--- config.mk ---
export PLATFORM = sky130hd
export DESIGN_NAME = listen_port_opener
export DESIGN_NICKNAME = d
export VERILOG_FILES = /design/src/hdl/kvs_tx_pkg.sv /design/src/hdl/listen_port_opener.sv
export SDC_FILE = /design/constraint.sdc
export NUM_CORES = 1
export LEC_CHECK = 0
export BUFFER_PORTS_ARGS = -buffer_cell sky130_fd_sc_hd__buf_2
export CAP_MARGIN = 20
export CORE_ASPECT_RATIO = 2
export CORE_MARGIN = 5
export CORE_UTILIZATION = 25
export DETAILED_ROUTE_END_ITERATION = 8
export GPL_ROUTABILITY_DRIVEN = 0
export PLACE_DENSITY = 0.53
export SYNTH_ARGS = -nofsm -noshare
export SYNTH_HDL_FRONTEND = slang
export SYNTH_SLANG_ARGS = --single-unit
--- constraint.sdc ---
create_clock -name aclk -period 2.75 [get_ports aclk]
set_input_delay 0 -clock aclk [delete_from_list [all_inputs] [get_ports aclk]]
set_output_delay 0 -clock aclk [all_outputs]
set_load 0.03 [all_outputs]
--- src/hdl/kvs_tx_pkg.sv ---
// --------------------------------------
// kvs transmit package
// shared word, record and state types for the transmit path
// --------------------------------------
package kvs_tx_pkg;

   // bytes carried by one 64-bit data word
   parameter int BYTES_PER_WORD = 8;

   typedef logic [15:0] port_t;

   // response word from the store core
   typedef struct packed {
      logic        last;
      logic [63:0] meta;
      logic [63:0] data;
   } kvs_word_t;

   // network data word
   typedef struct packed {
      logic        last;
      logic [63:0] data;
   } tx_word_t;

   // transmit metadata record, length in the upper half
   typedef struct packed {
      logic [15:0] length;
      logic [15:0] session;
   } tx_meta_t;

   typedef enum logic [1:0] {
      first_word,
      in_frame,
      meta_pending
   } framer_state_e;

   typedef enum logic {
      offer,
      done
   } opener_state_e;

endpackage

--- src/hdl/listen_port_opener.sv ---
// --------------------------------------
// listen port opener
// requests a range of server ports once after reset
// --------------------------------------
`timescale 1ns/1ps

module listen_port_opener #(
   parameter int FIRST_PORT = 2880,
   parameter int PORT_COUNT = 8
) (
   input  logic              aclk,
   input  logic              aresetn,
   output logic              listen_valid,
   input  logic              listen_ready,
   output kvs_tx_pkg::port_t listen_port
);

   localparam kvs_tx_pkg::port_t LAST_PORT =
      kvs_tx_pkg::port_t'(FIRST_PORT + PORT_COUNT - 1);

   kvs_tx_pkg::opener_state_e state;

   always_ff @(posedge aclk) begin
      if (!aresetn) begin
         state        <= kvs_tx_pkg::offer;
         listen_valid <= 1'b0;
         listen_port  <= kvs_tx_pkg::port_t'(FIRST_PORT);
      end else begin
         case (state)
            kvs_tx_pkg::offer: begin
               if (!listen_valid) begin
                  // first cycle out of reset
                  listen_valid <= 1'b1;
               end else if (listen_ready) begin
                  if (listen_port == LAST_PORT) begin
                     listen_valid <= 1'b0;
                     state        <= kvs_tx_pkg::done;
                  end else begin
                     listen_port <= listen_port + 1'b1;
                  end
               end
            end
            default: begin
               // idle until the next reset
               listen_valid <= 1'b0;
            end
         endcase
      end
   end

   // pending request keeps its port
   assert property (@(posedge aclk) disable iff (!aresetn)
      listen_valid && !listen_ready |=> listen_valid && $stable(listen_port));

endmodule

After elaboration in Yosys (flattened, before gate mapping)
Cells that the tools add are included.
{"block": "word_totals", "out_inout_bits": 17, "n_memories": 0, "mem_bits_ro": 0, "elab_cells": 17, "inputBits": 3, "latchBits": 0, "ramBits": 0, "regBits": 18}
{"block": "classes", "n_bitwise": 3, "n_shift": 0, "n_div": 0, "n_eq_ne": 1, "n_mux": 7, "mul": 0, "n_reduce_logical": 2, "order_cmp": 0, "add_sub_neg": 1}
{"cell": "adder 16 x 1 -> 16 bit (second input constant)", "n": 1}
{"cell": "equality test 16 x 12 -> 1 bit (second input constant)", "n": 1}
{"cell": "2-to-1 mux 1 bit", "n": 7}
{"cell": "AND reduction 4 bit", "n": 1}
{"cell": "inverter 1 bit", "n": 3}
{"cell": "OR reduction 2 bit", "n": 1}

Depth between registers and ports, before layout
{"block": "logic_depth", "depth_word": 5, "mapped_depth": 5}

Worst setup path before layout
Ideal clock, no wire load.
{"block": "synth_timing", "path_type": "register to register", "start": "register listen_port[6]", "end": "register listen_valid", "synth_period_minus_slack_ns": 1.813, "slack_ns": 0.937, "arrival_time_ns": 1.698, "path_buffers": 0, "path_stages_with_launch": 5, "path_cell_list": "dfxtp_1 -> or4b_2 -> nor4_4 -> a31oi_1 -> and2_1"}
{"block": "synth_between", "elab_chain_cells": 4}
{"element": "from (decl)", "line_no": "listen_port_opener.sv:15", "text": "output kvs_tx_pkg::port_t listen_port"}
{"element": "from (signal assigned)", "line_no": "listen_port_opener.sv:27", "text": "listen_port <= kvs_tx_pkg::port_t'(FIRST_PORT);"}
{"element": "from (signal assigned)", "line_no": "listen_port_opener.sv:39", "text": "listen_port <= listen_port + 1'b1;"}
{"element": "equality test 16 x 12 -> 1 bit", "line_no": "listen_port_opener.sv:35", "text": "if (listen_port == LAST_PORT) begin"}
{"element": "2-to-1 mux 1 bit", "line_no": "listen_port_opener.sv:35"}
{"element": "2-to-1 mux 1 bit", "line_no": "listen_port_opener.sv:34", "text": "end else if (listen_ready) begin"}
{"element": "2-to-1 mux 1 bit", "line_no": "listen_port_opener.sv:31", "text": "if (!listen_valid) begin"}
{"element": "to (signal assigned)", "line_no": "listen_port_opener.sv:33", "text": "listen_valid <= 1'b1;"}
{"element": "to (signal assigned)", "line_no": "listen_port_opener.sv:36", "text": "listen_valid <= 1'b0;"}
{"element": "to (signal assigned)", "line_no": "listen_port_opener.sv:45", "text": "listen_valid <= 1'b0;"}
{"element": "to (decl)", "line_no": "listen_port_opener.sv:13", "text": "output logic listen_valid,"}
Every way passes these cells.
A chain may end at the register's enable or synchronous reset.

Worst setup path in the final report
{"block": "layout_timing", "start": "register listen_port[3]", "end": "register listen_valid"}
The elaborated chain is that of the path after synthesis.

==> results.ini <==
[status]
outcome=completed

[setup_path]
start_kind=flip-flop
worstSetupPathType=flip-flop to flip-flop
endpoint_kind=flip-flop
cp_max_fo=9
max_stage_delay_ps=580
worstPathCellList=or4b_4 > nor4_4 > a31oi_1 > and2_1
cp_slowest_cell=or4b_4
reg2reg_depth=4
cp.arrival_ps=1950
cp.required_ps=2890

[timing]
slew_violations=0
finalHoldViolations=0
fin_crit_sh=0.6564
min_period_ps=1805
whs_ps=73.73
relSlewSlack=0.7613
fmax_mhz=554.0
clock_skew_ps=3.011
finalSetupTns_ps=0
setup_violations=0
tightest_slew_ps=355.3
rsz0062_at_grt=false

[clock_network]
cts_tree=built
cts_buffers=3
clk_latency_ps=250
clk_root_buffer_cell=clkbuf_8
htree_levels=1
cts.path.max_buffers=2
cts.repair.resized=0
ctsHoldBuffers=0
path_clk_slew_ps=70
cts_setup_buffers=0
clock-sinks=18

[floorplanning]
rows=31
core_area_um2=3568
start_util=0.2535
ios=20
die_w_um=52.54
die_h_um=95.07
die_area_um2=4995

[global_routing]
grt_pass1_wl_mm=3.650
grt_usage=0.09487
antenna_found_initial=0
grt_max_degree=23
grt_pass1_vias=795
overflow=0

[synth]
avgSynthCellArea_um2=9.138
netlist_instances=99
syn_area_um2=904.6
yosysSeqAreaShare=0.3983
synthDistinctLibCells=32
syn-num-nets=103
yosysWarnings=0
synth_seq_cells=18

[drt]
viasPerCell=4.821
drc_errors=0
wl_per_cell_um=13.17
firstDrtPassIters=3
drt_wl_total_mm=2.212
dr.first_iter.drc_count=4
vias=810
ant_nets=0

[power_and_ir_drop]
leakagePower_nw=0.4554
ir_worst_vdd_mv=0.1440
power.density_nw_per_um2=455.3

[min_path]
min_delay_path_depth=3
hold_class=input port to flip-flop

[placed_design]
portBuffers=19
hpwlAfterDp_mm=1.733
place_area_um2=1050

[finish]
layout-drive-gt1-share=0.2269
num-nets-final=124
insertedDiodeCount=0
syn2layout_area_growth_pct=22.13
fin_util=0.3096
fillers=396
final_area_um2=1105

[flow_run]
drv_cap=0

-- cell type report --
class | count | area (um2) | area share
inverter | 2 | 7.507 | 0.006795
clock buffer | 4 | 55.05 | 0.04983
timing repair buffer | 19 | 95.09 | 0.08607
multi-input combinational | 76 | 525.5 | 0.4757
sequential | 18 | 360.3 | 0.3262
tap | 49 | 61.31 | 0.05549
-- synth_stat cells --
cell	instances	area (um2)
inv_1	2	7.510
nand3b_1	1	7.510
clkbuf_1	3	11.26
nand3_1	6	30.03
nand2b_1	3	18.77
nor2b_1	2	12.51
nand4b_2	1	15.01
a21boi_1	2	15.01
nor4_4	1	21.27
or4b_1	1	10.01
or4_1	3	22.52
or4b_4	1	13.76
and4_1	2	17.52
or4b_2	1	10.01
xnor2_1	3	26.28
nor3_1	1	5.000
ha_1	1	12.51
or3_1	3	18.77
o21ai_0	3	15.01
and3_1	1	6.260
and2_1	5	31.28
dfxtp_1	18	360.4
nand4_1	4	25.02
nand2_1	13	48.80
a21boi_0	2	15.01
nor4_1	3	18.77
a31oi_1	1	6.260
mux2i_1	4	40.04
xor2_1	2	17.52
o31ai_1	4	30.03
and3b_1	1	8.760
or2_1	1	6.260
-- per-stage QoR --
stage,setup slack [ps],std cells,total power [mW]
after global routing,812.0,168,0.5200
after detailed placement,952.7,164,0.2959
after global placement,962.9,164,0.2948
after floorplan,937.2,99,0.2881
final,944.9,168,0.5030
after CTS,943.7,168,0.5091
-- worst max-delay path, delay by kind of cell (launching register included) --
family          cells  cell delay [ps]
flops               1              400
compound gates      1              150
simple gates        3             1160
-- flip-flops by register name, summed over array words and instances (netlist names) --
name	flops
state	1
listen_port	16
listen_valid	1
-- power breakdown --
| group | switching (mW) | internal, mW | leakage [nW] |
|---|---|---|---|
| clock | 0.0866 | 0.127 | 0.0288 |
| sequential | 0.00309 | 0.263 | 0.146 |
| combinational | 0.0153 | 0.00794 | 0.281 |
| total | 0.105 | 0.398 | 0.455 |
-- cells in the final DEF, fill, tap and decap left out, types with 3 or more instances in the layout --
master / synthesis / routed
nor4_1: 3 / 3
clkbuf_8: 0 / 4
or4_1: 3 / 3
o21ai_0: 3 / 3
mux2i_1: 4 / 4
and2_1: 5 / 5
buf_2: 0 / 19
dfxtp_1: 18 / 18
nand2_1: 13 / 13
o31ai_1: 4 / 4
nand2b_1: 3 / 3
nand4_1: 4 / 4
xnor2_1: 3 / 3
nand3_1: 6 / 6
or3_1: 3 / 3
-- per-layer routing --
metal  global-route usage  up-vias  part of all wire
met5                    0        -                 0
met3              0.01252        4             0.041
met2               0.1660       15              0.52
met1               0.1069      387              0.40
met4              0.05117        0             0.035
li1                     -      404                 -
-- path summary, 6_finish.rpt --
check	endpoint	slack, ps	startpoint
hold / removal	state$_SDFF_PN0_	70	listen_ready
hold reg to reg	listen_port[15]$_SDFFE_PN0P_	520	listen_port[15]$_SDFFE_PN0P_
setup / recovery	listen_valid$_SDFF_PP0_	940	listen_port[3]$_SDFFE_PN0P_
setup reg to reg	listen_valid$_SDFF_PP0_	940	listen_port[3]$_SDFFE_PN0P_
-- cells by family (layout without fill, tap and decap cells) --
group | after synthesis | in the layout | share of synthesized area
AO/OA/AOI/OAI | 12 | 12 | 0.08989
XOR/XNOR | 5 | 5 | 0.04842
adder cells (fa/ha/maj) | 1 | 1 | 0.01383
buffers and inverters | 5 | 25 | 0.02075
flip-flops | 18 | 18 | 0.3983
multiplexers | 4 | 4 | 0.04426
AND/OR/NAND/NOR | 54 | 54 | 0.3845
Power figures use the tool's default switching activity.
