`src/hdl/stream_fifo.sv`:
```
// --------------------------------------
// stream FIFO
// first-word-fall-through buffer with valid/ready on both sides
// --------------------------------------
`timescale 1ns/1ps

module stream_fifo #(
   parameter int WIDTH     = 32,
   parameter int ADDR_BITS = 4
) (
   input  logic             aclk,
   input  logic             aresetn,
   input  logic             in_valid,
   output logic             in_ready,
   input  logic [WIDTH-1:0] in_data,
   output logic             out_valid,
   input  logic             out_ready,
   output logic [WIDTH-1:0] out_data
);

   localparam int DEPTH = 1 << ADDR_BITS;

   logic [WIDTH-1:0]     mem [DEPTH];
   logic [ADDR_BITS-1:0] wr_ptr;
   logic [ADDR_BITS-1:0] rd_ptr;
   logic [ADDR_BITS:0]   count;
   logic                 push;
   logic                 pop;

   assign in_ready  = (count != (ADDR_BITS + 1)'(DEPTH));
   assign out_valid = (count != '0);
   // head entry is read straight from the array
   assign out_data  = mem[rd_ptr];

   assign push = in_valid && in_ready;
   assign pop  = out_valid && out_ready;

   always_ff @(posedge aclk) begin
      if (push) begin
         mem[wr_ptr] <= in_data;
      end
   end

   // --------------------------------------
   // pointers and occupancy
   // --------------------------------------
   always_ff @(posedge aclk) begin
      if (!aresetn) begin
         wr_ptr <= '0;
         rd_ptr <= '0;
         count  <= '0;
      end else begin
         if (push) begin
            wr_ptr <= wr_ptr + 1'b1;
         end
         if (pop) begin
            rd_ptr <= rd_ptr + 1'b1;
         end
         case ({push, pop})
            2'b10:   count <= count + 1'b1;
            2'b01:   count <= count - 1'b1;
            default: count <= count;
         endcase
      end
   end

   // pointers and occupancy agree and never pass full
   assert property (@(posedge aclk) disable iff (!aresetn)
      count <= (ADDR_BITS + 1)'(DEPTH) && wr_ptr - rd_ptr == count[ADDR_BITS-1:0]);

   // head word holds while the consumer stalls
   assert property (@(posedge aclk) disable iff (!aresetn)
      out_valid && !out_ready |=> out_valid && $stable(out_data));

endmodule

```
`config.mk`:
```
export PLATFORM = sky130hd
export DESIGN_NAME = stream_fifo
export DESIGN_NICKNAME = d
export VERILOG_FILES = /design/src/hdl/stream_fifo.sv
export SDC_FILE = /design/constraint.sdc
export NUM_CORES = 1
export LEC_CHECK = 0
export ABC_AREA = 1
export BUFFER_PORTS_ARGS = -buffer_cell sky130_fd_sc_hd__buf_2
export CORE_ASPECT_RATIO = 0.9
export CORE_UTILIZATION = 30
export DETAILED_ROUTE_END_ITERATION = 6
export GPL_ROUTABILITY_DRIVEN = 0
export GPL_TIMING_DRIVEN = 0
export SLEW_MARGIN = 30
export SYNTH_ARGS = -nofsm -noshare
export SYNTH_HDL_FRONTEND = slang
export SYNTH_SLANG_ARGS = --single-unit
export TNS_END_PERCENT = 10
```
`constraint.sdc`:
```
create_clock -name aclk -period 8.7 [get_ports aclk]
set_input_delay 2.175 -clock aclk [delete_from_list [all_inputs] [get_ports aclk]]
set_output_delay 2.175 -clock aclk [all_outputs]
set_load 0.05 [all_outputs]
```
== After elaboration in Yosys (flattened, before gate mapping) ==
Memories as Yosys holds them, arrays and structs flattened. A register that Yosys moved wholly into a read port is not among the register bits.
Cells that the tools add are included.
Widths: inputs -> output; s select.
Word-level totals
  flip-flop bits (word level): 13
  bits in writable memories: 512
  input port bits: 36
  output and inout bits: 34
  word-level logic and storage cells: 20
  memories kept: 1
Memory list
  mem: words 16, bits a word 32, rd ports 1, clocked after Yosys merged registers in 1, write ports 1, line 23  | logic [WIDTH-1:0] mem [DEPTH];
Operators by class
  add/sub/neg operators: 4
  equality and inequality tests: 3
  muxes and demuxes: 5
  reduce and logical (&&, ||, !) cells: 4
Operators with widths (number)
  $pmux 5 s2: 1
  $add 4x1->4 const B: 2
  $mux 4: 2
  $add 5x1->5 const B: 1
  $ne 5x5->1 const B: 1
  $reduce_bool 5->1: 1
  $sub 5x1->5 const B: 1
  $eq 2x1->1 const B: 1
  $eq 2x2->1 const B: 1
  $logic_and 1x1->1: 2
  $mux 1: 2
  $reduce_bool 2->1: 1

== Longest topological paths before layout ==
Gate-level depths: netlist of run 1.
  depth in word-level cells: 4
  depth in mapped cells: 15
  gate-level depth less buffers: 15

== Worst setup path after synthesis of run 1 ==
Ideal clock, no wire load.
  path type: input -> register
  from: input in_valid
  to: memory mem[11][0] (enable)
  setup time: 0.421 ns
  arrival: 3.829 ns
  setup slack: 4.450 ns
  stages: 4
  buffers on the path: 0
  cell sequence: nand2_4 inv_2 nand2_1 nor2_1
Between the ends
  cells in the longest elaborated chain, start to end: 3
Ends and longest elaborated chain
  start: declaration: line 13  | input logic in_valid,
  $logic_and 1x1->1: line 35  | assign push = in_valid && in_ready;
  $mux 1: line 39  | if (push) begin
  $mux 1 (not written as such): line 40  | mem[wr_ptr] <= in_data;
  end: declaration: line 23
Every way passes these cells.

==> results of run 1 <==
Yosys cell counts:
| cell | number | share of area |
|---|---|---|
| mux2i_1 | 128 | 0.059 |
| clkinv_1 | 1 | 0.00017 |
| nand4_1 | 5 | 0.0014 |
| buf_8 | 1 | 0.00070 |
| xor2_1 | 5 | 0.0020 |
| inv_2 | 8 | 0.0014 |
| o21ai_1 | 97 | 0.022 |
| nand2_4 | 1 | 0.00052 |
| buf_2 | 18 | 0.0042 |
| buf_1 | 5 | 0.00087 |
| nand3_1 | 46 | 0.011 |
| o211ai_2 | 11 | 0.0064 |
| o21ai_0 | 65 | 0.015 |
| inv_1 | 85 | 0.015 |
| clkbuf_1 | 38 | 0.0066 |
| o211ai_1 | 117 | 0.041 |
| dfxtp_1 | 17 | 0.016 |
| nand2_1 | 53 | 0.0092 |
| a21oi_1 | 136 | 0.032 |
| nor2_1 | 32 | 0.0056 |
| nand3_2 | 2 | 0.00093 |
| a31o_1 | 1 | 0.00041 |
| ha_1 | 8 | 0.0046 |
| buf_6 | 10 | 0.0052 |
| nand2_2 | 1 | 0.00029 |
| buf_4 | 8 | 0.0028 |
| buf_12 | 11 | 0.010 |
| clkinv_2 | 58 | 0.013 |
| edfxtp_1 | 512 | 0.71 |
layout make-up:
cell class                      instances  area, um2
Clock inverter                         36        382
Tap cell                              940       1180
Buffer                                 91        663
Inverter                              152        643
Antenna cell                            1       2.50
Multi-Input combinational cell        708       4680
Timing Repair Buffer                  101       1210
Fill cell                            6587      44600
Sequential cell                       529      15700
Clock buffer                           68       1510
registers in the layout, indices dropped and copies added, names as in the netlist, named ones only:
name and count:
count 5, mem 512, rd_ptr 4, wr_ptr 4
cell usage in the layout (no fill, tap or decap), types with 16 or more instances in the layout:
master,n
o211ai_1,117
o21ai_0,65
inv_1,85
clkinv_2,72
o21ai_1,97
nand2_1,53
dfxtp_1,17
clkbuf_1,43
edfxtp_1,512
a21oi_1,136
clkbuf_16,58
nor2_4,16
nand3_1,46
nor2_1,16
mux2i_1,128
buf_16,31
buf_2,87
per-stage QoR:
| stage | cells | util | worst slack [ps] |
|---|---|---|---|
| 3_3_place_gp | 2489 | 0.327 | 2410 |
| 5_1_grt | 2626 | 0.368 | 3300 |
| 3_5_place_dp | 2521 | 0.341 | 4070 |
| 6_report | 2626 | 0.368 | 3410 |
| 4_1_cts | 2625 | 0.368 | 3390 |
| 2_1_floorplan | 1480 | - | 4450 |
power groups by stage:
stage	Combinational, mW	Clock [mW]	Sequential [mW]
6_report	2.09	2.46	2.92
3_3_place_gp	2.01	0	2.98
3_5_place_dp	2.09	0	2.98
4_1_cts	2.10	2.47	2.92
5_1_grt	2.23	2.58	2.93
2_1_floorplan	1.38	0	2.97
layer usage:
metal	wire, um	track usage	vias up
li1	-	-	5893
met1	26000	0.235	6697
met2	29900	0.277	649
met3	5600	0.0294	114
met4	1590	0.0530	4
met5	24	0	-
critical path, stage by stage (launching register included):
cell and delay [ps]:
dfxtp_1 380, buf_2 200, buf_2 280, clkbuf_1 800, o211ai_1 200, o211ai_1 170
nand2_1 210, buf_2 270
path summary, 6_finish.rpt:
check / endpoint / cells past startpoint
max reg2reg: mem[1][15] / 8
min: rd_ptr[2] / 2
max: out_data[29] / 7
min reg2reg: rd_ptr[2] / 2
kinds of logic (layout without fill, tap and decap cells):
| group | count (synthesis) | count (layout) | synth area share |
|---|---|---|---|
| multiplexers | 128 | 128 | 0.0594 |
| AND/OR/NAND/NOR | 140 | 140 | 0.0286 |
| adder cells (fa/ha/maj) | 8 | 8 | 0.00464 |
| flip-flops | 529 | 529 | 0.728 |
| buffers and inverters | 243 | 448 | 0.0604 |
| XOR/XNOR | 5 | 5 | 0.00203 |
| AO/OA/AOI/OAI | 427 | 427 | 0.117 |
| other | 0 | 1 | 0 |
==> flow_metrics.tcl, run 1 <==
set metrics [dict create \
    status "complete, no violations" \
    post-dp-hpwl_um 41200 \
    core_um2 70600 \
    totalPowerFinal_mw 7.47 \
    drive_above_1_share 0.199 \
    dr.pass1.iters 6 \
    pwr-share-seq 0.391 \
    setup_viol 0 \
    timing.rr.start "count[2]" \
    p_leak_nw 8.74 \
    grt_overflow 0 \
    die-area_um2 73000 \
    rsz0062_at_grt "false" \
    cp-end-kind "primary output" \
    p_sw_mw 2.50 \
    fmax_ghz 0.189 \
    cts_root_buf "clkbuf_16" \
    powerDensity_nw_per_um2 288 \
    synth_seq_cells 529 \
    period_minus_slack_ps 5290 \
    worst_ep_required_time_ps 6530 \
    cts_sinks 529 \
    cts_resized 0 \
    die_w_um 285 \
    avgSynthCellArea_um2 14.6 \
    post-cts-setup-buffer-count 0 \
    cts_buffers 56 \
    peakVddDrop_mv 0.146 \
    p_comb_frac 0.280 \
    crit_type "reg2out" \
    num_rows 92 \
    cap_violations 0 \
    io_buffer_count 69 \
    initial_core_util 0.306 \
    drt-initial-drc-count 1684 \
    tritoncts "yes" \
    vias 13400 \
    p_clk_frac 0.329 \
    antenna_found_initial 3 \
    grt_max_degree 18 \
    period_share 0.608 \
    viasPerCell 5.09 \
    netSwitchingFraction 0.335 \
    die-height_um 256 \
    clk_pin_slew_ps 60 \
    hold_viol 0 \
    final_cell_area_um2 26000 \
    areaGrowthSynthToFinish_pct 20.4 \
    clock_insertion_delay_worst_skew_ps 610 \
    cp_max_fo 10 \
    arrival_ps 3110 \
    ant_nets 0 \
    drv_slew 0 \
    synthDistinctLibCells 29 \
    fin_tns_setup_ps 0 \
    syn_area_um2 21600 \
    hold_buffers 0 \
    fin_nets 1683 \
    finClkSkew_ps 15.8 \
    ys_warn_count 0 \
    holdWs_ps 510 \
    slew_headroom 0.297 \
    route.detailed.drc 0 \
    reg2reg_slack_ps 6330 \
    grt_first_pass_wirelength_um 91000 \
    placed_area_um2 24100 \
    wire_per_inst_um 24.0 \
    cts_max_level 2 \
    synthCells 1480 \
    worstHoldPathType "reg2reg" \
    synth_fp_nets 1524 \
    tightest_slew_ps 1050 \
    grt_pass1_vias 13100 \
    ios 70 \
    track_usage 0.172 \
    start_kind "flip-flop" \
    clockBufferDepth 3 \
    min-delay-start "rd_ptr[2]" \
    p_int_mw 4.97 \
    seq_area_frac_synth 0.728 \
    drt-total-wl_um 63100 \
]
(Power assumes the default switching activity.)
==> run 2, diff against run 1 <==
- ABC_AREA: 1 -> 0
- clock period: 8.7 -> 4.9 ns (I/O delays scaled with it)
==> flow_metrics.tcl, run 2 <==
set metrics [dict create \
    status "complete, no violations" \
    fin_ws_ps 373 \
    yosysMostFrequentCell "edfxtp_1" \
    viasPerCell 4.90 \
    ys_warn_count 0 \
    post-cts-setup-buffer-count 0 \
    rsz0062_at_grt "false" \
    cp_max_fo 10 \
    slew_headroom 0.385 \
    die_w_um 275 \
    mostFrequentLayoutCell "edfxtp_1" \
    p_sw_mw 3.10 \
    synth_fp_nets 959 \
    vias 9731 \
    cts_root_buf "clkbuf_16" \
    tightest_slew_ps 923 \
    netSwitchingFraction 0.275 \
    cp-end-kind "primary output" \
    ant_nets 0 \
    setup_viol 0 \
    fillCellCount 5958 \
    mostFrequentLayoutCells "512 x edfxtp_1, 128 x mux4_2, 83 x buf_2" \
    grt_overflow 0 \
    cts_resized 0 \
    final-seq-area_um2 15700 \
    seq_area_frac_synth 0.779 \
    synth.area.top_cells "edfxtp_1 76%, mux4_2 14%, a22oi_1 2.4%" \
    cts_sinks 529 \
    largest_registers "mem (512), count (5)" \
    worstHoldPathType "reg2reg" \
    fin_nets 1124 \
    p_leak_nw 7.63 \
    grt_max_degree 19 \
    synth_flop_cell "edfxtp_1" \
    die-height_um 248 \
    synthDistinctLibCells 45 \
    areaGrowthSynthToFinish_pct 19.6 \
    synth_common_cells "512 x edfxtp_1, 128 x mux4_2, 64 x a22oi_1" \
    tritoncts "yes" \
    syn_area_um2 20200 \
    avgSynthCellArea_um2 22.1 \
    peakVddDrop_mv 0.291 \
    route.detailed.drc 0 \
    pwr-share-seq 0.458 \
    cts_buffers 52 \
    core_um2 66000 \
    p_int_mw 8.18 \
    synth_top_area_frac 0.762 \
    worst_ep_required_time_ps 3670 \
    clockBufferDepth 3 \
    clock_insertion_delay_worst_skew_ps 570 \
    n_antenna_cell 0 \
    synthCells 915 \
    post-dp-hpwl_um 30200 \
    synth_edf_count 512 \
    crit_type "reg2out" \
    initial_core_util 0.306 \
    p_comb_frac 0.202 \
    drt-total-wl_um 44500 \
    synth_seq_cells 529 \
    drive_above_1_share 0.311 \
    largest_reg_flops 512 \
    grt_first_pass_wirelength_um 66200 \
    num_rows 89 \
    r2r_cells 8 \
    cts_max_level 2 \
    ios 70 \
    p_clk_frac 0.340 \
    drt-initial-drc-count 883 \
    period_minus_slack_ps 4530 \
    fin_tns_setup_ps 0 \
    dr.pass1.iters 5 \
    final_util 0.366 \
    arrival_ps 3300 \
    antenna_found_initial 3 \
    finClkSkew_ps 10.8 \
    hold_buffers 0 \
    grt_pass1_vias 10100 \
    track_usage 0.133 \
    top_register "mem" \
    async_flop_share 0 \
    multi_input_area_um2 4330 \
    period_share 0.924 \
    start_kind "flip-flop" \
    wire_per_inst_um 22.4 \
    drv_slew 0 \
    clk_pin_slew_ps 60 \
    die-area_um2 68300 \
    pre_cts_slack_ps 869 \
    cap_violations 0 \
    powerDensity_nw_per_um2 467 \
    whs_path_depth 2 \
    fmax_ghz 0.221 \
    hold_viol 0 \
    synth_top_area_cell "edfxtp_1" \
    io_buffer_count 68 \
]
==> run 2: cell count changes after synthesis, moves of 17 or more <==
| cell | previous run | this run |
|---|---|---|
| clkinv_2 | 58 | 0 |
| mux4_2 | 0 | 128 |
| o21ai_1 | 97 | 0 |
| a21oi_1 | 136 | 2 |
| mux2i_1 | 128 | 4 |
| inv_1 | 85 | 5 |
| o211ai_1 | 117 | 0 |
| o21ai_0 | 65 | 1 |
| a22oi_1 | 0 | 64 |
| nor2_1 | 32 | 15 |
| nand3_1 | 46 | 4 |
==> run 2: final timing paths <==
| check | from | to | slack (ps) |
|---|---|---|---|
| setup / recovery | flip-flop | out_data[17] | 370 |
| hold / removal | wr_ptr[0] | wr_ptr[3] | 570 |
| setup reg to reg | count[0] | mem[2][18] | 1690 |
| hold reg to reg | wr_ptr[0] | wr_ptr[3] | 570 |
==> run 2: power by group through the flow <==
stage	clock, mW	combinational [mW]	sequential, mW
after global placement	0	2.24	5.27
after global routing	4.09	2.45	5.18
final	3.84	2.28	5.17
after CTS	3.92	2.34	5.17
after floorplan	0	1.65	5.26
after detailed placement	0	2.33	5.26
==> run 2: area by class of cell <==
type / instances / area share
clock inverter: 30 / 0.0101
timing repair buffer: 111 / 0.0470
sequential: 529 / 0.651
inverter: 5 / 0.000777
buffer: 53 / 0.00938
clock buffer: 65 / 0.0576
tap: 864 / 0.0448
multi-input combinational: 328 / 0.179
==> run 2: layer usage <==
layer	vias up	routed length (um)	part of all wire	GRT usage
met5	-	35	0.00079	0
met2	289	21100	0.47	0.211
met3	68	2660	0.060	0.0264
li1	4193	-	-	-
met1	5175	20000	0.45	0.188
met4	6	723	0.016	0.0297
==> run 2: stage by stage <==
stage                     std cells  cell area, um2  power (mW)  hold WS (ps)
after global routing           1985           24100        11.7           625
after detailed placement       1890           22500        7.59           563
final                          1985           24100        11.3           574
after floorplan                 915           20200        6.91           529
after global placement         1847           21600        7.51           554
after CTS                      1985           24100        11.4           574
==> run 2: logic make-up after synthesis <==
logic type,after synthesis,synth area share
XOR/XNOR,6,0.00260
flip-flops,529,0.779
AO/OA/AOI/OAI,83,0.0323
AND/OR/NAND/NOR,99,0.0244
buffers and inverters,58,0.0122
adder cells (fa/ha/maj),8,0.00496
multiplexers,132,0.145
==> run 2: worst max-delay path, cell delays in order, from the launching register on <==
cell and delay, ps:
dfxtp_1 320, clkbuf_1 570, clkbuf_1 730, mux4_2 430, a22oi_1 330, nand2_1 120
buf_2 230
==> run 3, diff against run 2 <==
- ABC_AREA: 0 -> 1
- CTS_BUF_LIST: not set -> sky130_fd_sc_hd__clkbuf_16
==> flow_metrics.tcl, run 3 (synthesized netlist as in run 1, its figures left out) <==
set metrics [dict create \
    status "complete, no violations" \
    slowest_stage "clkbuf_1" \
    period_minus_slack_ps 4350 \
    initial_core_util 0.306 \
    cts_buffers 56 \
    grt_first_pass_wirelength_um 91000 \
    route.detailed.drc 0 \
    arrival_ps 3120 \
    grt_pass1_vias 13100 \
    cp_max_fo 10 \
    hold_buffers 0 \
    largest_reg_flops 512 \
    num_rows 92 \
    period_share 0.888 \
    crit_top_cell "clkbuf_1" \
    finClkSkew_ps 9.61 \
    viasPerCell 5.08 \
    final_util 0.368 \
    fillCellCount 6595 \
    top_register "mem" \
    track_usage 0.172 \
    timing.rr.start "count[1]" \
    worstHoldPathType "reg2reg" \
    cts_max_level 2 \
    largest_registers "mem (512), count (5)" \
    min-delay-start "rd_ptr[2]" \
    setup_viol 0 \
    slew_headroom 0.292 \
    cts_sinks 529 \
    rsz0062_at_grt "false" \
    clk_pin_slew_ps 60 \
    die-height_um 256 \
    dp_cells 2521 \
    die-area_um2 73000 \
    holdWs_ps 509 \
    die_w_um 285 \
    fmax_ghz 0.230 \
    wire_per_inst_um 24.1 \
    worstPathCellList "clkbuf_1 -> clkbuf_1 -> a21oi_1 -> o21ai_0 -> o211ai_1 -> nand3_1 -> nand2_1 -> buf_2" \
    mostFrequentLayoutCell "edfxtp_1" \
    dr.pass1.iters 5 \
    crit_type "reg2out" \
    tightest_slew_ps 1060 \
    worst_ep_required_time_ps 3670 \
    cap_violations 0 \
    io_buffer_count 69 \
    post-dp-hpwl_um 41200 \
    peakVddDrop_mv 0.260 \
    drv_slew 0 \
    hold_viol 0 \
    clock_insertion_delay_worst_skew_ps 610 \
    ios 70 \
    tritoncts "yes" \
    cp_top_family "buffers and inverters" \
    drive_above_1_share 0.198 \
    cp-end-kind "primary output" \
    cts_resized 0 \
    post-cts-setup-buffer-count 0 \
    max_stage_delay_ps 730 \
    vias 13400 \
    grt_overflow 0 \
    powerDensity_nw_per_um2 509 \
    fin_nets 1683 \
    areaGrowthSynthToFinish_pct 20.3 \
    cts_root_buf "clkbuf_16" \
    worst-path-buf-inv 3 \
    mostFrequentLayoutCells "512 x edfxtp_1, 136 x a21oi_1, 128 x mux2i_1" \
    clockBufferDepth 3 \
    fin_tns_setup_ps 0 \
    drt-total-wl_um 63200 \
    ant_nets 0 \
    grt_max_degree 18 \
    drt-initial-drc-count 1698 \
    start_kind "flip-flop" \
    final_cell_count_no_fill 2626 \
    core_um2 70600 \
    antenna_found_initial 3 \
    p_leak_nw 8.76 \
]
run 3: final cells by class:
| type | count | area [um2] | share of cell area |
|---|---|---|---|
| Multi-Input combinational cell | 708 | 4680 | 0.180 |
| Sequential cell | 529 | 15700 | 0.605 |
| Timing Repair Buffer | 101 | 1210 | 0.0467 |
| Antenna cell | 1 | 2.50 | 0.0000964 |
| Tap cell | 940 | 1180 | 0.0453 |
| Inverter | 152 | 643 | 0.0248 |
| Buffer | 91 | 663 | 0.0255 |
| Clock inverter | 46 | 419 | 0.0161 |
| Clock buffer | 58 | 1450 | 0.0559 |
run 3: through the flow:
step	total power [mW]	instance area, um2	setup slack [ps]
6_report	13.2	26000	550
5_1_grt	13.7	26000	453
4_1_cts	13.3	26000	545
3_5_place_dp	9.00	24100	1220
3_3_place_gp	8.87	23100	-438
2_1_floorplan	7.72	21600	1600
run 3: power by group:
group,internal (mW),switching (mW)
Clock,2.56,1.76
Sequential,5.12,0.0745
Combinational,1.11,2.60
Total,8.78,4.44
run 3: final timing paths:
| kind | cells after the start | end | slack (ps) |
|---|---|---|---|
| max | 8 | out_data[28] | 550 |
| min | 2 | rd_ptr[2] | 510 |
| max reg2reg | 8 | mem[1][14] | 2530 |
| min reg2reg | 2 | rd_ptr[2] | 510 |
run 3: metal layers:
metal  share of wire  routed length [um]  track usage  vias to the layer above
met5         0.00036                  23            0                        -
met3           0.088                5590       0.0294                      113
met1            0.41               26200        0.235                     6682
met2            0.47               29800        0.277                      660
li1                -                   -            -                     5894
met4           0.025                1590       0.0530                        4
run 3: tightest hold or removal path: stages (launching register included):
cell,delay (ps)
dfxtp_1,330
inv_1,80
a21oi_1,60
