$ cat config.mk
export PLATFORM = sky130hd
export DESIGN_NAME = resp_framer
export DESIGN_NICKNAME = d
export VERILOG_FILES = /design/src/hdl/kvs_tx_pkg.sv /design/src/hdl/resp_framer.sv
export SDC_FILE = /design/constraint.sdc
export NUM_CORES = 1
export LEC_CHECK = 0
export BUFFER_PORTS_ARGS = -buffer_cell sky130_fd_sc_hd__buf_2
export CORE_AREA = 5 5 89 91
export CTS_CLUSTER_SIZE = 20
export DETAILED_ROUTE_END_ITERATION = 16
export DIE_AREA = 0 0 94 96
export GPL_TIMING_DRIVEN = 0
export PLACE_DENSITY = 0.67
export SYNTH_ARGS = -nofsm -noshare
export SYNTH_HDL_FRONTEND = slang
export SYNTH_SLANG_ARGS = --single-unit
export TNS_END_PERCENT = 1
$ cat constraint.sdc
create_clock -name aclk -period 3.55 [get_ports aclk]
set_input_delay 0.5325 -clock aclk [delete_from_list [all_inputs] [get_ports aclk]]
set_output_delay 0.5325 -clock aclk [all_outputs]
set_load 0.01 [all_outputs]
$ cat src/hdl/kvs_tx_pkg.sv
// --------------------------------------
// kvs transmit package
// shared word, record and state types for the transmit path
// --------------------------------------
package kvs_tx_pkg;

   // bytes carried by one 64-bit data word
   parameter int BYTES_PER_WORD = 8;

   typedef logic [15:0] port_t;

   // response word from the store core
   typedef struct packed {
      logic        last;
      logic [63:0] meta;
      logic [63:0] data;
   } kvs_word_t;

   // network data word
   typedef struct packed {
      logic        last;
      logic [63:0] data;
   } tx_word_t;

   // transmit metadata record, length in the upper half
   typedef struct packed {
      logic [15:0] length;
      logic [15:0] session;
   } tx_meta_t;

   typedef enum logic [1:0] {
      first_word,
      in_frame,
      meta_pending
   } framer_state_e;

   typedef enum logic {
      offer,
      done
   } opener_state_e;

endpackage

$ cat src/hdl/resp_framer.sv
// --------------------------------------
// response framer
// forwards response data and builds one metadata record per frame
// --------------------------------------
`timescale 1ns/1ps

module resp_framer (
   input  logic                  aclk,
   input  logic                  aresetn,
   input  logic                  resp_valid,
   output logic                  resp_ready,
   input  kvs_tx_pkg::kvs_word_t resp_word,
   output logic                  word_valid,
   input  logic                  word_ready,
   output kvs_tx_pkg::tx_word_t  word,
   output logic                  meta_valid,
   input  logic                  meta_ready,
   output kvs_tx_pkg::tx_meta_t  meta
);

   localparam logic [15:0] LEN_STEP = 16'(kvs_tx_pkg::BYTES_PER_WORD);

   kvs_tx_pkg::framer_state_e state;
   logic [15:0]               session_q;
   logic [15:0]               len_q;
   logic                      pending;
   logic                      accept;

   assign pending = (state == kvs_tx_pkg::meta_pending);

   // --------------------------------------
   // data path, straight into the data FIFO
   // --------------------------------------
   // input stalls while the previous record has not left
   assign resp_ready = word_ready && !pending;
   assign word_valid = resp_valid && !pending;
   assign word.last  = resp_word.last;
   assign word.data  = resp_word.data;

   assign accept = resp_valid && resp_ready;

   assign meta_valid   = pending;
   assign meta.length  = len_q;
   assign meta.session = session_q;

   // --------------------------------------
   // frame tracking
   // --------------------------------------
   always_ff @(posedge aclk) begin
      if (!aresetn) begin
         state <= kvs_tx_pkg::first_word;
      end else begin
         case (state)
            kvs_tx_pkg::first_word: begin
               if (accept && resp_word.last) begin
                  state <= kvs_tx_pkg::meta_pending;
               end else if (accept) begin
                  state <= kvs_tx_pkg::in_frame;
               end
            end
            kvs_tx_pkg::in_frame: begin
               if (accept && resp_word.last) begin
                  state <= kvs_tx_pkg::meta_pending;
               end
            end
            default: begin
               if (meta_ready) begin
                  state <= kvs_tx_pkg::first_word;
               end
            end
         endcase
      end
   end

   // session and length of the frame being collected
   always_ff @(posedge aclk) begin
      if (accept) begin
         if (state == kvs_tx_pkg::first_word) begin
            session_q <= resp_word.meta[15:0];
            len_q     <= LEN_STEP;
         end else begin
            len_q <= len_q + LEN_STEP;
         end
      end
   end

   // a waiting record holds its length and session until taken
   assert property (@(posedge aclk) disable iff (!aresetn)
      meta_valid && !meta_ready |=> meta_valid && $stable(meta));

endmodule

* After elaboration in Yosys (flattened, before gate mapping)
Cells that the tools add are included.
Storage, ports and cells: output and inout bits 100, word-level logic and storage cells 22, input port bits 134, bits in registers 34
Operators by class: mux-type cells 5, reduce and logical (&&, ||, !) cells 9, $add $sub $neg 1, equal/unequal tests 4
Operator list (number):
- 16-bit by 4-bit adder with 16-bit output (second input constant) | 1
- 2-bit two-way mux | 4
- 1-bit logical AND | 4
- 2-bit one-hot mux with 2 select lines | 1
- 3-bit != test (second input constant) | 1
- 3-bit AND reduction | 1
- 3-bit nonzero test | 1
- 2-bit by 1-bit == test with 1-bit output (second input constant) | 1
- 2-bit == test (second input constant) | 1
- 2-bit logical NOT | 1
- 2-bit != test (second input constant) | 1
- 2-bit AND reduction | 1
- 1-bit logical NOT | 1

* Depth between registers and ports, before layout
Gate-level depths: netlist of run 1.
depth in word-level cells 7, mapped depth 4, mapped depth without buffers 4

* Least setup slack after synthesis of run 1
Ideal clock, no wire load.
path kind in2reg, start point in resp_valid, end point reg session_q[0] (enable), data arrival time 1.720 ns, setup time 0.409 ns, required time 3.141 ns, stages 2, slack 1.420 ns, buffers on the path 0, cells stage by stage nand2_1 > nor3_1
Between the ends: cells in the longest elaborated chain, start to end 2
Ends and longest elaborated chain:
- from (decl) | line resp_framer.sv:10 | input logic resp_valid,
- 1-bit logical AND | line resp_framer.sv:40 | assign accept = resp_valid && resp_ready;
- 2-bit AND reduction (no line)
- to (signal assigned) | line resp_framer.sv:79 | session_q <= resp_word.meta[15:0];
- to (decl) | line resp_framer.sv:24 | logic [15:0] session_q;
Every way passes these cells. A chain may end at the register's enable or synchronous reset.

* Worst setup path in the final report of run 1
start point reg state[0], end point reg len_q[3] (enable)
Between the ends: cells in the longest elaborated chain, start to end 4
Ends and longest elaborated chain:
- from (decl) | line resp_framer.sv:23 | kvs_tx_pkg::framer_state_e state;
- from (signal assigned) | line resp_framer.sv:51 | state <= kvs_tx_pkg::first_word;
- from (signal assigned) | line resp_framer.sv:56 | state <= kvs_tx_pkg::meta_pending;
- from (signal assigned) | line resp_framer.sv:58 | state <= kvs_tx_pkg::in_frame;
- 2-bit == test | line resp_framer.sv:29 | assign pending = (state == kvs_tx_pkg::meta_pending);
- 1-bit logical NOT | line resp_framer.sv:35 | assign resp_ready = word_ready && !pending;
- 1-bit logical AND | line resp_framer.sv:35
- 1-bit logical AND | line resp_framer.sv:40
- to (signal assigned) | line resp_framer.sv:82 | len_q <= len_q + LEN_STEP;
- to (decl) | line resp_framer.sv:25 | logic [15:0] len_q;
Every way passes these cells.

==> Flow_metrics.wiki, run 1 <==
{| class="wikitable"
! Metric !! Value
|-
| Run status || completed
|-
| Final HPWL DP || between 3 and 4 mm
|-
| PortBufs || between 100 and 150
|-
| Final setup viols || 0
|-
| Peak ir drop on the vdd network || between 0.1 and 0.15 mV
|-
| DRT Pass-1 Iters || 4
|-
| Via count normalized by instance count || 3.96
|-
| Proportion of power drawn by flip-flops and latches || 49.4%
|-
| Vertical die dimension || between 90 and 100 µm
|-
| Cts bufs inserted || 5
|-
| Detailed-route via count || roughly 1,600
|-
| Remaining global-route overflow || 0
|-
| Synthesis-to-finish area growth || 45.0%
|-
| Count of H-tree levels built during CTS || 2
|-
| CTS Root Buffer Type || sky130_fd_sc_hd__clkbuf_8
|-
| Yosys cell types || 30
|-
| Crit path required time || ~3.4 ns
|-
| Number of antenna violations at the first check in global routing || 0
|-
| Yosys warning count || 0
|-
| Critical Path Start Type || flop
|-
| Syn avg cell area || 11.0 µm²
|-
| Clock transition at path regs || 0.06 ns
|-
| Pwr/cell area || 333 nW/µm²
|-
| Maximum number of pins on one net before global-route repair || 14
|-
| Residual DRC count || 0
|-
| Number of buffers between clock root and the deepest sink || 2
|-
| Sequential share of the synthesized area || around 50%
|-
| Per-cell routed wire length || 11.8 µm
|-
| CTS tree || done
|-
| Filler Cells Inserted || around 730
|-
| Transition time at the pin with the least slew margin || 1.17 ns
|-
| Post-place setup slack || ~1.5 ns
|-
| Setup fix buffers added after clock tree synthesis || 0
|-
| Switching share of power || 25.3%
|-
| Clock Skew || between 0.01 and 0.015 ns
|-
| Max FO, Critical Path || 13
|-
| Class of the worst hold path || input port to flop
|-
| Type of destination of the critical path || flop
|-
| Overall Global Routing Usage || ~8.9%
|-
| RSZ-0062 raised after global routing || false
|-
| Delay of the slowest cell on the worst path || a little under 0.9 ns
|-
| End-of-flow core utilization || between 30% and 40%
|-
| Placeable core region || between 7000 and 8000 µm²
|-
| Slack of the critical path || between 1.5 and 2 ns
|-
| Clk pwr share || approximately 29%
|-
| Critical-path top delay cell || sky130_fd_sc_hd__nor2_1
|-
| Total of hold buffers inserted after clock tree synthesis || 0
|-
| Setup tns final || 0 ns
|-
| Post-synth design cell area || 1810 µm²
|-
| # resized after CTS || 0
|-
| Die Area || 9020 µm²
|-
| Clock Sink Count || 31
|-
| Leakage power figure || 1.28 nW
|-
| Fraction of synthesis flops using an asynchronous set or reset pin || 0%
|-
| Cells along the critical path || nand2b_1, inv_1, nor2_1
|-
| Vias in the first global route || approximately 1,500
|-
| Starting utilization of the core area || 25.7%
|-
| Peak Freq || just over 0.5 GHz
|-
| I/O pins || roughly 230
|-
| Post-Route Hold Slack || between 0.4 and 0.5 ns
|-
| Global-route wire length before repair || roughly 6.5 mm
|-
| Final GP Congestion || roughly 0.69
|-
| Latest clock arrival within the worst-skew pair || roughly 0.28 ns
|-
| Headroom to the max-slew limit || about 22%
|-
| Max capacitance violation total || 0
|-
| Arrival time of the worst setup path || approximately 1.8 ns
|-
| Post-Synthesis Cells || approximately 170
|-
| Detailed Route WL || approximately 4.6 mm
|-
| Minimum clock period || 1.94 ns
|-
| Net switching power figure || 0.000221 W
|-
| Internal power of the cells || between 0.0006 and 0.0007 W
|-
| Initial DRC count || 58
|-
| Portion of the clock cycle consumed by the worst path in the final layout || between 50% and 60%
|-
| Placed insts || between 300 and 400
|-
| Synthesized flop and latch total || 31
|-
| Number of endpoints with negative hold slack in the final report || 0
|-
| Final number of max-transition violations || 0
|-
| Die Wd || 94 µm
|-
| Fraction of final layout cells sized beyond drive strength 1 || ~68%
|-
| Register-to-Register Setup Slack || between 1.5 and 2 ns
|-
| Number of enable flip-flop cells after synthesis || 29
|-
| Final layout net count || 428
|-
| Commonest register cell after synthesis || sky130_fd_sc_hd__edfxtp_1
|-
| Detail Route Antenna Nets || 0
|-
| Non-filler cells, final || 392
|-
| FP Rows || 31
|-
| Antenna diode count || 0
|-
| Type of the worst setup path || flop to flop
|-
| Logic gate share of total power || 21.8%
|}
-- registers in the layout, indices dropped and copies added, names as in the netlist --
name	flops
session_q	16
state	2
len_q	13
-- worst paths after layout --
path / endpoint / cells past startpoint / startpoint
setup / recovery: len_q[3] / 3 / state[0]
hold / removal: session_q[7] / 1 / resp_word[71]
setup reg to reg: len_q[3] / 3 / state[0]
hold reg to reg: len_q[3] / 1 / len_q[3]
-- metal layers --
metal / vias to the layer above / routed length [µm] / track usage [%] / part of all wire, %
met1: 680 / 1600 / 10.3 / 35
met3: 5 / 531 / 2.03 / 11
li1: 755 / - / - / -
met2: 112 / 2430 / 15.8 / 53
met4: 0 / 66 / 3.61 / 1.4
met5: - / 0 / 0 / 0
-- critical path: cells and delay by family, from the launching register on --
kind          cells  cell delay [ns]
simple gates      2             1.06
flops             1             0.43
buf+inv           1             0.07
-- cells in the mapped netlist, types with 2 or more instances --
cell type / count / area share (%)
sky130_fd_sc_hd__buf_4: 68 / 28
sky130_fd_sc_hd__edfxtp_1: 29 / 48
sky130_fd_sc_hd__nand2_1: 8 / 1.7
sky130_fd_sc_hd__nor2_1: 6 / 1.2
sky130_fd_sc_hd__a21oi_1: 5 / 1.4
sky130_fd_sc_hd__inv_1: 5 / 1.0
sky130_fd_sc_hd__nand3_1: 5 / 1.4
sky130_fd_sc_hd__and2_1: 4 / 1.4
sky130_fd_sc_hd__mux2i_1: 3 / 1.7
sky130_fd_sc_hd__nand2b_1: 3 / 1.0
sky130_fd_sc_hd__o21ai_0: 3 / 0.83
sky130_fd_sc_hd__dfxtp_1: 2 / 2.2
sky130_fd_sc_hd__nand4_1: 2 / 0.69
sky130_fd_sc_hd__nor4_1: 2 / 0.69
sky130_fd_sc_hd__o311ai_0: 2 / 0.97
sky130_fd_sc_hd__o41ai_1: 2 / 0.97
sky130_fd_sc_hd__or3_1: 2 / 0.69
sky130_fd_sc_hd__xnor2_1: 2 / 0.97
-- area by class of cell --
type / count / area (µm²) / share of cell area, %
multi-input cells: 62 / 382 / 14.5
repair buffers: 119 / 602 / 22.9
well taps: 99 / 124 / 4.71
clock inverters: 2 / 8.76 / 0.333
inverters: 5 / 18.8 / 0.714
flip-flops and latches: 31 / 911 / 34.6
plain buffers: 69 / 515 / 19.6
clock buffers: 5 / 68.8 / 2.62
-- cell families (layout without fill, tap and decap cells) --
group,count (synthesis),after routing,synth area share (%)
muxes,3,3,1.66
buffers and inverters,74,200,29.4
AOI/OAI and AO/OA,15,15,5.45
other,1,3,0.207
xor gates and xnor gates,3,3,1.45
DFF,31,31,50.2
and+or+nand+nor,37,37,10.9
adders and majority gates,1,1,0.690
-- cells in the final DEF, fill, tap and decap left out, types with 3 or more instances in the layout --
master                     count
sky130_fd_sc_hd__nand3_1       5
sky130_fd_sc_hd__buf_2       119
sky130_fd_sc_hd__conb_1        3
sky130_fd_sc_hd__edfxtp_1     29
sky130_fd_sc_hd__nor2_1        6
sky130_fd_sc_hd__buf_4        68
sky130_fd_sc_hd__a21oi_1       5
sky130_fd_sc_hd__inv_1         5
sky130_fd_sc_hd__o21ai_0       3
sky130_fd_sc_hd__nand2_1       8
sky130_fd_sc_hd__nand2b_1      3
sky130_fd_sc_hd__and2_1        4
sky130_fd_sc_hd__clkbuf_8      5
sky130_fd_sc_hd__mux2i_1       3
-- power by group through the flow --
stage | clock network [W] | logic, W | registers (W)
detailed placement | 0 | 0.000194 | 0.000441
finish | 0.000253 | 0.000191 | 0.000433
floorplan | 0 | 0.000110 | 0.000447
global placement | 0 | 0.000188 | 0.000440
CTS | 0.000262 | 0.000194 | 0.000433
global route | 0.000275 | 0.000208 | 0.000435
-- through the flow --
stage / area, µm² / total power [W]
2_1_floorplan: 1820 / 0.000557
3_3_place_gp: 2540 / 0.000628
3_5_place_dp: 2550 / 0.000635
4_1_cts: 2630 / 0.000889
5_1_grt: 2630 / 0.000918
6_report: 2630 / 0.000877
(Power assumes the default switching activity.)
==> inputs of run 2 (changes only) <==
Settings changed: CORE_AREA 5 5 89 91 to 5 5 88 90, DIE_AREA 0 0 94 96 to 0 0 93 95, PLACE_DENSITY 0.67 to 0.71.
Clock period 3.55 ns to 1.7 ns, I/O delays scaled along.
==> Flow_metrics.wiki, run 2 (synthesis results as in run 1) <==
{| class="wikitable"
! Metric !! Value
|-
| Filler Cells Inserted || 708 (-2.6%)
|-
| DRT Pass-1 Iters || 4 (unchanged)
|-
| Headroom to the max-slew limit || 50.3% (+29 points)
|-
| Number of antenna violations at the first check in global routing || 0 (unchanged)
|-
| Count of cells along the worst register-to-register path || 5 (+2)
|-
| Final HPWL DP || 3.82 mm (-3.0%)
|-
| Fraction of final layout cells sized beyond drive strength 1 || 68.4% (+0.79 points)
|-
| Detailed-route via count || 1,510 (-2.7%)
|-
| Residual DRC count || 0 (unchanged)
|-
| Run status || completed
|-
| Vertical die dimension || 95 µm (-1.0%)
|-
| Maximum number of pins on one net before global-route repair || 17 (+3)
|-
| Detail Route Antenna Nets || 0 (unchanged)
|-
| Cells along the critical path || ha_1, nand4_1, buf_4, o311ai_1, o41ai_1
|-
| Proportion of power drawn by flip-flops and latches || 45.3% (-4.1 points)
|-
| Highest-count cells in the layout ignoring fill and taps || sky130_fd_sc_hd__buf_2 (119), sky130_fd_sc_hd__buf_4 (69), sky130_fd_sc_hd__edfxtp_1 (29)
|-
| Cell area after placement || 2520 µm² (-1.3%)
|-
| Clock transition at path regs || 0.07 ns (about the same)
|-
| Top flop regs || session_q (16), len_q (13), state (2)
|-
| I/O pins || 234 (unchanged)
|-
| Final setup viols || 0 (unchanged)
|-
| Initial DRC count || 96 (+66%)
|-
| PortBufs || 118 (unchanged)
|-
| Non-filler cells, final || 376 (-4.1%)
|-
| Total power || 0.00199 W (+130%)
|-
| Placeable core region || 6980 µm² (-1.1%)
|-
| Via count normalized by instance count || 4.02 (+1.4%)
|-
| Clock Skew || 0.00609 ns (-0.00448 ns)
|-
| Number of buffers between clock root and the deepest sink || 2 (unchanged)
|-
| Transition time at the pin with the least slew margin || 0.743 ns (-0.427 ns)
|-
| Max capacitance violation total || 0 (unchanged)
|-
| Per-cell routed wire length || 12.3 µm (+3.9%)
|-
| Final instance area || 2660 µm² (+0.95%)
|-
| Most frequent standard cell in the layout excluding fill and tap cells || sky130_fd_sc_hd__buf_2
|-
| Peak ir drop on the vdd network || 0.352 mV (+170%)
|-
| Top register by number of flip-flops || session_q
|-
| Clk pwr share || 34.6% (+5.8 points)
|-
| Critical path origin || len_q[3]
|-
| Delay of the slowest cell on the worst path || 0.42 ns (-0.47 ns)
|-
| Synthesis-to-finish area growth || 46.3%
|-
| Final GP Congestion || 0.701 (+2.2%)
|-
| Number of endpoints with negative hold slack in the final report || 0 (unchanged)
|-
| Class of the worst hold path || input port to flop
|-
| RSZ-0062 raised after global routing || false
|-
| Net switching power figure || 0.000469 W (+110%)
|-
| Die Wd || 93 µm (-1.1%)
|-
| Crit path required time || 1.71 ns (-1.73 ns)
|-
| Peak Freq || 0.635 GHz (+23%)
|-
| Final layout net count || 428 (unchanged)
|-
| Portion of the clock cycle consumed by the worst path in the final layout || 92.7% (+38 points)
|-
| RR Endpoint || len_q[13]
|-
| FP Rows || 31 (unchanged)
|-
| Type of the worst setup path || flop to flop
|-
| Remaining global-route overflow || 0 (unchanged)
|-
| Vias in the first global route || 1,407 (-3.3%)
|-
| Minimum clock period || 1.58 ns (-0.368 ns)
|-
| Antenna diode count || 0 (unchanged)
|-
| Detailed Route WL || 4.61 mm (-0.39%)
|-
| Timing endpoint of the critical path || len_q[13]
|-
| Global-route wire length before repair || 6.21 mm (-4.0%)
|-
| Final number of max-transition violations || 0 (unchanged)
|-
| Latest clock arrival within the worst-skew pair || 0.27 ns (about the same)
|-
| Leakage power figure || 1.29 nW (+0.83%)
|-
| Cts bufs inserted || 5 (unchanged)
|-
| Overall Global Routing Usage || 8.77% (-0.13 points)
|-
| Critical Path Start Type || flop
|-
| Largest register FFs || 16 (unchanged)
|-
| Critical-path top delay cell || sky130_fd_sc_hd__edfxtp_1
|-
| CTS tree || done
|-
| Clock Sink Count || 31 (unchanged)
|-
| Max FO, Critical Path || 7 (-6)
|-
| Arrival time of the worst setup path || 1.59 ns (-0.24 ns)
|-
| Count of H-tree levels built during CTS || 2 (unchanged)
|-
| Pwr/cell area || 751 nW/µm² (+130%)
|-
| Starting utilization of the core area || 26.0% (+0.29 points)
|-
| Setup tns final || 0 ns (unchanged)
|-
| Internal power of the cells || 0.00152 W (+130%)
|-
| Register-to-Register Setup Slack || 0.12 ns (-1.48 ns)
|-
| CTS Root Buffer Type || sky130_fd_sc_hd__clkbuf_8
|-
| Logic gate share of total power || 20.0% (-1.8 points)
|-
| Reg2Reg Launch Point || len_q[3]
|-
| Die Area || 8840 µm² (-2.1%)
|-
| Switching share of power || 23.5% (-1.7 points)
|-
| Placed insts || 367 (-4.7%)
|-
| Type of destination of the critical path || flop
|}
-- run 2: changes by cell type in the layout (fill, tap and decap cells not counted) --
cell                        change
sky130_fd_sc_hd__buf_6          -1
sky130_fd_sc_hd__nor2_4         +1
sky130_fd_sc_hd__o311ai_0       -1
sky130_fd_sc_hd__nor3_4         +1
sky130_fd_sc_hd__nor4_2         +1
sky130_fd_sc_hd__nor2_1         -1
sky130_fd_sc_hd__nor3_2         -1
sky130_fd_sc_hd__nor4_1         -1
sky130_fd_sc_hd__o311ai_1       +1
sky130_fd_sc_hd__buf_4          +1
sky130_fd_sc_hd__bufinv_16      +1
-- run 2: final cells by class --
| class | instances | area [µm²] | share of cell area (%) |
|---|---|---|---|
| sequential | 31 | 911 | 34.3 |
| clock inverter | 3 | 38.8 | 1.46 |
| multi-input combinational | 62 | 402 | 15.1 |
| tap | 82 | 103 | 3.86 |
| inverter | 5 | 18.8 | 0.707 |
| buffer | 69 | 515 | 19.4 |
| clock buffer | 5 | 68.8 | 2.59 |
| timing repair buffer | 119 | 598 | 22.5 |
-- run 2: per-stage QoR --
| stage | util (%) | hold WS (ns) | setup WS [ns] |
|---|---|---|---|
| 4_1_cts | 37.8 | 0.143 | 0.00188 |
| 2_1_floorplan | - | 0.354 | 0.124 |
| 3_3_place_gp | 36.1 | 0.432 | -0.128 |
| 6_report | 38.0 | 0.153 | 0.125 |
| 5_1_grt | 38.0 | 0.141 | 0.00114 |
| 3_5_place_dp | 36.1 | 0.434 | -0.153 |
-- run 2: repair_timing --
| action | CTS | global route |
|---|---|---|
| gates resized for setup | 2 | 3 |
| pin swaps | 1 | 1 |
| hold buffers | 0 | 0 |
| buffers inserted | 0 | 1 |
| setup endpoints to repair | 31 | 15 |
-- run 2: worst min path at each step --
stage,slack [ns],to,startpoint,cells after the start
floorplan,0.35,session_q[0],resp_word[64],0
global placement,0.43,session_q[9],resp_word[73],1
detailed placement,0.43,session_q[14],resp_word[78],1
CTS,0.14,session_q[11],resp_word[75],1
global route,0.14,session_q[14],resp_word[78],1
finish,0.15,session_q[5],resp_word[69],1
-- run 2: power groups by stage --
stage               Sequential [W]  Clock [W]  Combinational [W]
finish                    0.000904   0.000691           0.000399
global route              0.000908   0.000739           0.000436
CTS                       0.000905   0.000706           0.000403
detailed placement        0.000921          0           0.000401
global placement          0.000918          0           0.000392
floorplan                 0.000933          0           0.000230
-- run 2: worst max-delay path, delay by kind of cell (launching register included) --
kind                       cells  cell delay [ns]
adders and majority gates      1             0.23
buffers and inverters          1             0.17
AOI/OAI and AO/OA              2             0.39
DFF                            1             0.42
and+or+nand+nor                1             0.09
-- run 2: per-layer routing --
layer | up-vias | part of all wire, % | routed length, µm | GRT usage (%)
met2 | 88 | 55 | 2520 | 16.4
met3 | 2 | 8.7 | 399 | 1.83
met5 | - | 0 | 0 | 0
met4 | 0 | 0.52 | 24 | 3.30
li1 | 755 | - | - | -
met1 | 665 | 36 | 1670 | 9.75
